`src/norm_defs.svh`:
```
`ifndef NORM_DEFS_SVH
`define NORM_DEFS_SVH

// biased exponent width of the result
`define NE 8

// width of the aligned addends and of the quotient
// raw sum carries one extra bit for the carry out
`define SUMW 24

// output mantissa width, leading one included
`define MANTW 16

// normalization window
// one guard position above the expected leading one, one below
`define NORMSHIFTSZ (`SUMW + 3)

// shift amount width
`define LOGNORMSHIFTSZ ($clog2(`NORMSHIFTSZ))

`endif

```
`src/normPkg.sv`:
```
`include "norm_defs.svh"

package normPkg;

  // operation kinds
  // bit 0 selects subtraction inside the fused-add pair
  typedef enum logic [1:0] {
    opFmaAdd = 2'd0,
    opFmaSub = 2'd1,
    opDiv    = 2'd2
  } opKind;

  // request as it arrives at the stage
  // opDiv carries the quotient in addendA, addendB unused
  typedef struct packed {
    opKind             op;
    logic [`SUMW-1:0]  addendA;
    logic [`SUMW-1:0]  addendB;
    logic [`NE-1:0]    exponent;
  } normReq;

  ////////////////////////////////////////
  // one operation between stage 1 and 2
  ////////////////////////////////////////
  typedef struct packed {
    logic [`SUMW:0]                rawSum;
    logic [`LOGNORMSHIFTSZ-1:0]    shiftAmt;
    // two's complement, two bits wider than the biased exponent
    // fma: exponent after the predicted shift, div: input exponent
    logic [`NE+1:0]                exponent;
    logic                          fmaOp;
    logic                          divOp;
    logic                          divResSubnorm;
    // fma result looked subnormal before the lza correction
    logic                          preResultSubnorm;
    logic                          sumZero;
  } normStage;

  // normalized result
  typedef struct packed {
    logic [`MANTW-1:0] mant;
    logic [`NE-1:0]    exp;
  } normRes;

endpackage

```
`src/lzaPredict.sv`:
```
`include "norm_defs.svh"

module lzaPredict (
  input  logic [`SUMW-1:0]           addendA,
  input  logic [`SUMW-1:0]           addendB,
  input  logic                       sub,
  output logic [`LOGNORMSHIFTSZ-1:0] shiftAmt
);

  // operands widened so the carry position is covered
  logic [`SUMW:0] opA;
  logic [`SUMW:0] opB;
  logic [`SUMW:0] propStr;
  logic [`SUMW:0] genStr;
  logic [`SUMW:0] killStr;
  logic [`SUMW:0] propUp;
  logic [`SUMW:0] marker;
  int             leadPos;
  int             zeroCnt;

  assign opA = {1'b0, addendA};
  // subtraction sees the inverted subtrahend
  assign opB = sub ? ~{1'b0, addendB} : {1'b0, addendB};

  ////////////////////////////////////////
  // propagate / generate / kill string
  ////////////////////////////////////////
  assign propStr = opA ^ opB;
  assign genStr  = opA & opB;
  assign killStr = ~opA & ~opB;

  // propagate one position up
  // above the msb both operands are zero, an equal digit in sub mode
  assign propUp = {1'b1, propStr[`SUMW:1]};

  // add: first position where either addend has a one
  //   true leading one is there or one above
  // sub (a >= b): end of the nonzero digit run below the top one
  //   true leading one is there or one above as well
  assign marker = sub ? (~propUp & ~killStr) : (propStr | genStr);

  ////////////////////////////////////////
  // leading zero count of the marker
  ////////////////////////////////////////
  always_comb begin
    // no marker at all counts as sumw+1 zeros
    leadPos = -1;
    for (int i = 0; i <= `SUMW; i++) begin
      if (marker[i]) begin
        leadPos = i;
      end
    end
  end

  // predicted shift is measured from the carry bit
  assign zeroCnt  = `SUMW - leadPos;
  assign shiftAmt = zeroCnt[`LOGNORMSHIFTSZ-1:0];

endmodule

```
`src/normShifter.sv`:
```
`include "norm_defs.svh"

module normShifter (
  input  logic [`SUMW:0]             rawSum,
  input  logic [`LOGNORMSHIFTSZ-1:0] shiftAmt,
  output logic [`NORMSHIFTSZ-1:0]    shifted
);

  // one row per shift amount bit, row 0 is the unshifted input
  logic [`NORMSHIFTSZ-1:0] level [0:`LOGNORMSHIFTSZ];

  // raw sum sits one below the top guard bit
  // a shift of zero puts the carry bit at normshiftsz-2
  // zero fill on the low side
  assign level[0] = {1'b0, rawSum, 1'b0};

  ////////////////////////////////////////
  // logarithmic left barrel shift
  ////////////////////////////////////////
  for (genvar i = 0; i < `LOGNORMSHIFTSZ; i++) begin : gLevel
    // row i moves by 2**i when its select bit is set
    assign level[i+1] = shiftAmt[i] ? (level[i] << (2**i)) : level[i];
  end

  // a correct prediction leaves the leading one at normshiftsz-2
  // one too many lands it in the top guard bit
  assign shifted = level[`LOGNORMSHIFTSZ];

endmodule

```
`src/shiftCorrection.sv`:
```
`include "norm_defs.svh"

module shiftCorrection (
  input  logic [`NORMSHIFTSZ-1:0] shifted,
  input  normPkg::normStage       stage,
  output logic [`MANTW-1:0]       mant,
  output logic [`NE+1:0]          exp
);

  logic           lzaPlus1;
  logic           resSubnorm;
  logic           rightShift;
  logic           killExp;
  logic [`NE+1:0] fmaExp;
  logic [`NE+1:0] divExp;

  // leading one in the top guard bit
  // fma: lza shifted one too far
  // div: quotient is at least one
  assign lzaPlus1 = shifted[`NORMSHIFTSZ-1];

  // capped shift still reached the normal position
  // so the result is normal with exponent one
  assign resSubnorm = stage.preResultSubnorm & ~shifted[`NORMSHIFTSZ-2];

  ////////////////////////////////////////
  // mantissa select
  ////////////////////////////////////////
  // the top slice serves three cases
  //   lza overshoot, fma subnormal placement,
  //   and the unshifted quotient of a subnormal divide
  assign rightShift = lzaPlus1 |
                      (stage.fmaOp ? resSubnorm : stage.divResSubnorm);

  assign mant = rightShift ? shifted[`NORMSHIFTSZ-1 -: `MANTW]
                           : shifted[`NORMSHIFTSZ-2 -: `MANTW];

  ////////////////////////////////////////
  // exponent select
  ////////////////////////////////////////
  // zero sum and true subnormal both give exponent 0
  assign killExp = stage.sumZero | resSubnorm;

  // fma: bump by one when the shift overshot
  assign fmaExp = killExp ? '0
                          : stage.exponent + {{(`NE+1){1'b0}}, lzaPlus1};

  // div: quotient below one loses one exponent step
  assign divExp = stage.divResSubnorm ? '0
                                      : stage.exponent - {{(`NE+1){1'b0}}, ~lzaPlus1};

  assign exp = stage.divOp ? divExp : fmaExp;

endmodule

```
`src/normCtrl.sv`:
```
`include "norm_defs.svh"

module normCtrl (
  input  logic                       clk,
  input  logic                       rstN,
  input  logic                       inValid,
  input  normPkg::normReq            req,
  input  logic [`LOGNORMSHIFTSZ-1:0] lzaShift,
  input  logic [`MANTW-1:0]          corrMant,
  input  logic [`NE+1:0]             corrExp,
  output normPkg::normStage          stage,
  output logic                       outValid,
  output normPkg::normRes            res
);
  import normPkg::*;

  logic                       fmaOp;
  logic                       divOp;
  logic [`SUMW:0]             rawSum;
  logic [`NE+1:0]             expExt;
  logic [`NE+1:0]             shiftExt;
  logic                       fmaSubnorm;
  logic                       divSubnorm;
  logic [`LOGNORMSHIFTSZ-1:0] cappedShift;
  logic                       valid1;
  normStage                   stageNext;

  ////////////////////////////////////////
  // stage 1 decode and raw result
  ////////////////////////////////////////
  assign fmaOp = (req.op == opFmaAdd) | (req.op == opFmaSub);
  assign divOp = req.op == opDiv;

  always_comb begin
    case (req.op)
      opFmaAdd: rawSum = {1'b0, req.addendA} + {1'b0, req.addendB};
      opFmaSub: rawSum = {1'b0, req.addendA} - {1'b0, req.addendB};
      // quotient unit bit lands on bit sumw
      opDiv:    rawSum = {req.addendA, 1'b0};
      default:  rawSum = '0;
    endcase
  end

  assign expExt   = {2'b00, req.exponent};
  assign shiftExt = {{(`NE+2-`LOGNORMSHIFTSZ){1'b0}}, lzaShift};

  // shift counts from the carry bit, so exponent+1-shift is the new exponent
  // stop the shift once that would drop to zero or below
  assign fmaSubnorm  = shiftExt > expExt;
  assign cappedShift = fmaSubnorm ? req.exponent[`LOGNORMSHIFTSZ-1:0] : lzaShift;

  // divide exponent drops by one for a quotient below one
  assign divSubnorm = req.addendA[`SUMW-1] ? (req.exponent == '0)
                                           : (req.exponent <= {{(`NE-1){1'b0}}, 1'b1});

  always_comb begin
    stageNext.rawSum           = rawSum;
    // divider always uses a fixed shift of one
    stageNext.shiftAmt         = divOp ? {{(`LOGNORMSHIFTSZ-1){1'b0}}, 1'b1} : cappedShift;
    stageNext.exponent         = divOp ? expExt
                                       : expExt + {{(`NE+1){1'b0}}, 1'b1} -
                                         {{(`NE+2-`LOGNORMSHIFTSZ){1'b0}}, cappedShift};
    stageNext.fmaOp            = fmaOp;
    stageNext.divOp            = divOp;
    stageNext.divResSubnorm    = divOp & divSubnorm;
    stageNext.preResultSubnorm = fmaOp & fmaSubnorm;
    stageNext.sumZero          = fmaOp & (rawSum == '0);
  end

  ////////////////////////////////////////
  // pipeline registers
  ////////////////////////////////////////
  always_ff @(posedge clk or negedge rstN) begin
    if (!rstN) begin
      valid1   <= 1'b0;
      outValid <= 1'b0;
    end else begin
      valid1   <= inValid;
      outValid <= valid1;
    end
  end

  // stage 1 payload, loads on an issued op only
  always_ff @(posedge clk) begin
    if (inValid) begin
      stage <= stageNext;
    end
  end

  // stage 2 result, exponent cut back to ne bits
  always_ff @(posedge clk or negedge rstN) begin
    if (!rstN) begin
      res <= '0;
    end else if (valid1) begin
      res.mant <= corrMant;
      res.exp  <= corrExp[`NE-1:0];
    end
  end

endmodule

```
`src/normTop.sv`:
```
`include "norm_defs.svh"

module normTop (
  input  logic            clk,
  input  logic            rstN,
  input  logic            inValid,
  input  normPkg::normReq req,
  output logic            outValid,
  output normPkg::normRes res
);
  import normPkg::*;

  // stage 1 prediction
  logic [`LOGNORMSHIFTSZ-1:0] lzaShift;

  // registered operation feeding stage 2
  normStage                   stage;

  // stage 2 datapath
  logic [`NORMSHIFTSZ-1:0]    shifted;
  logic [`MANTW-1:0]          corrMant;
  logic [`NE+1:0]             corrExp;

  ////////////////////////////////////////
  // control and pipeline registers
  ////////////////////////////////////////
  normCtrl normCtrl_i (
    .clk      (clk),
    .rstN     (rstN),
    .inValid  (inValid),
    .req      (req),
    .lzaShift (lzaShift),
    .corrMant (corrMant),
    .corrExp  (corrExp),
    .stage    (stage),
    .outValid (outValid),
    .res      (res)
  );

  // shift prediction straight off the request
  // op bit 0 marks subtraction, divide output is ignored
  lzaPredict lzaPredict_i (
    .addendA  (req.addendA),
    .addendB  (req.addendB),
    .sub      (req.op[0]),
    .shiftAmt (lzaShift)
  );

  ////////////////////////////////////////
  // normalization datapath
  ////////////////////////////////////////
  normShifter normShifter_i (
    .rawSum   (stage.rawSum),
    .shiftAmt (stage.shiftAmt),
    .shifted  (shifted)
  );

  shiftCorrection shiftCorrection_i (
    .shifted  (shifted),
    .stage    (stage),
    .mant     (corrMant),
    .exp      (corrExp)
  );

endmodule

```
`config.mk`:
```
export PLATFORM = sky130hd
export DESIGN_NAME = normTop
export DESIGN_NICKNAME = d
export VERILOG_FILES = /design/src/normPkg.sv /design/src/lzaPredict.sv /design/src/normShifter.sv /design/src/shiftCorrection.sv /design/src/normCtrl.sv /design/src/normTop.sv
export VERILOG_INCLUDE_DIRS = /design/src
export SDC_FILE = /design/constraint.sdc
export NUM_CORES = 1
export LEC_CHECK = 0
export ABC_AREA = 1
export BUFFER_PORTS_ARGS = -buffer_cell sky130_fd_sc_hd__buf_2
export CORE_ASPECT_RATIO = 1.1
export CORE_MARGIN = 2
export CORE_UTILIZATION = 45
export CTS_CLUSTER_DIAMETER = 100
export DETAILED_ROUTE_END_ITERATION = 8
export GPL_ROUTABILITY_DRIVEN = 0
export HOLD_SLACK_MARGIN = 0.05
export PLACE_DENSITY = 0.66
export SETUP_SLACK_MARGIN = 0.5
export SYNTH_ARGS = -nofsm -noshare
export SYNTH_HDL_FRONTEND = slang
export SYNTH_SLANG_ARGS = --single-unit
export TNS_END_PERCENT = 5
```
`constraint.sdc`:
```
create_clock -name clk -period 2.6 [get_ports clk]
set_clock_uncertainty 0.2 [all_clocks]
set_input_delay 0.39 -clock clk [delete_from_list [all_inputs] [get_ports clk]]
set_output_delay 0.39 -clock clk [all_outputs]
set_load 0.1 [all_outputs]
```
==> metrics <==
Area Growth Syn to Fin=44.7%; largest family of logic cells by synthesized area=simple AND/OR/NAND/NOR gates; number of antenna violations at the first check in global routing=0; Synth top cells by count=256 x nand2_1, 136 x inv_1, 121 x nor2_1; dpl cell area=between 0.01 and 0.015 mm²; simple-gate share of the synthesized area=25.3%; Leak Pwr=roughly 5.7 nW; Max Cap Viol=0; critical path class=in2reg; XOR/XNOR Fraction of Synth Area=6.55%; vias in the first global route=8052; cell taking the most area after synthesis=edfxtp_1; synth top area cells=edfxtp_1 16%, ha_1 13%, nand2_1 12%; ANT cells=0; Unique masters post-synth=57; number of enable flip-flop cells after synthesis=43; Seq pwr share=23.7%; Worst setup EP type=flop; port bufs=85; initial drt markers=615; FP Rows=50; Final Setup Violations=41; Net Switching=0.00275 W; Power Total=0.00631 W; internal reg-to-reg setup slack=-0.23 ns; overall routing resource usage=23.1%; status=finished with violations; Pint=~0.0036 W; Syn Inst Count=1139; yosys warns=0; unrepaired setup endpoints after global routing=true; clock power share=19.7%; achievable frequency=181 MHz; DR vias/cell=5.01; drt wl/cell=between 10 and 15 µm; flops & latches, synth=roughly 70; PD cells=around 550 mW/mm²; async set or reset register ratio after synthesis=37.7%; Final Net Count=1628; Mapped Nets=1285; share of the synthesized area in the top cell type=16.4%; hold slack=between 0.2 and 0.25 ns; DRC Markers=0; Die Y-Extent=143 µm; Worst-path clk slew=around 0.060 ns; peak supply drop=~0.00038 V; combinational share of power=between 50 and 60%; Max Slew Vio Count=0; Tmin final=5.53 ns; Sw Ratio=43.7%; post-route ant nets=0; I/O Pins=between 80 and 90; routed wire length=21.6 mm; area of the mapped netlist=about 0.008 mm²; Critical Path Most Common Cell=nand2_1; # clock sinks=69; count leader, synth=nand2_1; pre-CTS setup slack=-3.47 ns; cell area after layout=roughly 0.011 mm²; Post-synth top flop=edfxtp_1; failing checks=negative setup slack; layout cells sized above 1=around a third; DRT Pass-1 Iters=5; DIE WIDTH=around 130 µm; CTS tree=done; GRT overflow=0; Max FO, Critical Path=8; Die ar.=~0.019 mm²; largest net degree at the start of global routing=45; Tcrit/Tclk final=213%; critical path launch point type=primary input; slowest stage delay, CP=0.42 ns; Skew-Pair Late Insertion Delay=0.34 ns; via count=8627; sequential area share after synthesis=between 20% and 30%; initial core utilization=46.2%; post-synthesis mux area share=less than 1%; Final Hold Vio Count=0; Synth Area in Compound Gates=19.6%; Num CTS Buffers=9; worst setup margin=-2.93 ns; H-tree depth=3; crit path max-delay cell type=fa_2; Slew Limit Headroom=62.0%; Syn Area/Cell=6.93 µm²; Core ar.=0.0171 mm²; hpwl dp=16.8 mm; Crit path arrival time=5.42 ns; Worst Max-Slew Pin Slew=0.571 ns; Synth Area in Adders=about 14%; Worst EP required=2.49 ns; worst min path class=in2reg; CTS Root Cell=clkbuf_16; final-layout fill cell count=1451; CTS max path bufs=2; global-route wire length before repair=35.3 mm
==> power by group through the flow <==
stage | Clock, W | Combinational, W | Sequential [W]
finish | 0.00124 | 0.00357 | 0.00150
global route | 0.00130 | 0.00392 | 0.00152
CTS | 0.00126 | 0.00339 | 0.00150
detailed placement | 0 | 0.00323 | 0.00152
global placement | 0 | 0.00318 | 0.00151
floorplan | 0 | 0.00155 | 0.00210
==> worst max-delay path: cells and delay by family <==
kind | cells | cell delay, ns
adder cells (fa/ha/maj) | 6 | 1.63
XOR/XNOR | 2 | 0.26
AND/OR/NAND/NOR | 29 | 1.98
buffers and inverters | 4 | 0.30
AO/OA/AOI/OAI | 9 | 0.88
==> cell families (layout without fill, tap and decap cells) <==
group	Yosys count	count (layout)
compound gates	264	264
xor+xnor	59	59
fa+ha+maj	85	85
buf+inv	188	536
flops	69	69
mux	2	2
simple gates	472	472
==> final cells by class <==
type                    instances  area, µm²  share of cell area, %
repair buffers                374       2710                   23.7
well taps                     234        293                   2.56
clock inverters                 7       81.3                  0.712
multi-input cells             882       5610                   49.1
clock buffers                   9        225                   1.97
flip-flops and latches         69       1940                   17.0
inverters                     146        558                   4.89
==> per-stage QoR <==
| step | util, % | TNS [ns] | std cells |
|---|---|---|---|
| 2_1_floorplan | - | -48.66 | 1139 |
| 3_3_place_gp | 61.4 | -63.94 | 1689 |
| 3_5_place_dp | 61.4 | -67.98 | 1689 |
| 4_1_cts | 65.3 | -47.04 | 1714 |
| 5_1_grt | 66.9 | -62.92 | 1721 |
| 6_report | 66.9 | -47.87 | 1721 |
==> cells in the final DEF, fill, tap and decap left out, drive strengths merged, types with 9 or more instances in the layout <==
master,Yosys,layout
xnor2,38,38
inv,143,147
dfrtp,26,26
o22ai,17,17
ha,83,83
nor2,124,124
o211ai,13,13
a31oi,16,16
a21oi,75,75
o21ai,122,122
nor3,14,14
nand4,10,10
buf,25,372
xor2,21,21
nand3,48,48
edfxtp,43,43
clkbuf,17,9
nand2,262,262
==> registers in the layout (all words and copies together), names as in the netlist <==
register	count
normCtrl_i.valid1	1
normCtrl_i.outValid	1
normCtrl_i.res	24
normCtrl_i.stage	43
==> layer usage <==
metal	GRT usage [%]	vias to the layer above	wire [µm]
met5	0	-	0
met2	41.8	232	10700
met1	28.5	3868	9510
met4	8.38	0	589
met3	2.02	45	844
li1	-	4482	-
==> path summary, 6_finish.rpt <==
check,cells after the start,from,end
setup / recovery,50,req[56],normCtrl_i.stage[12]
hold / removal,4,req[6],normCtrl_i.stage[11]
setup reg to reg,17,normCtrl_i.stage[15],normCtrl_i.res[7]
hold reg to reg,2,normCtrl_i.res[12],normCtrl_i.res[12]
max in group asynchronous,2,rstN,normCtrl_i.res[10]
min in group asynchronous,2,rstN,normCtrl_i.res[17]
==> repair_timing <==
item | CTS | global route
gates cloned | 1 | 0
gates resized for setup | 74 | 46
setup buffers | 7 | 7
setup endpoints to repair | 63 | 63
pin swaps | 37 | 31
hold buffers | 1 | 0
hold endpoints to repair | 26 | 0
Power figures use the tool's default switching activity.
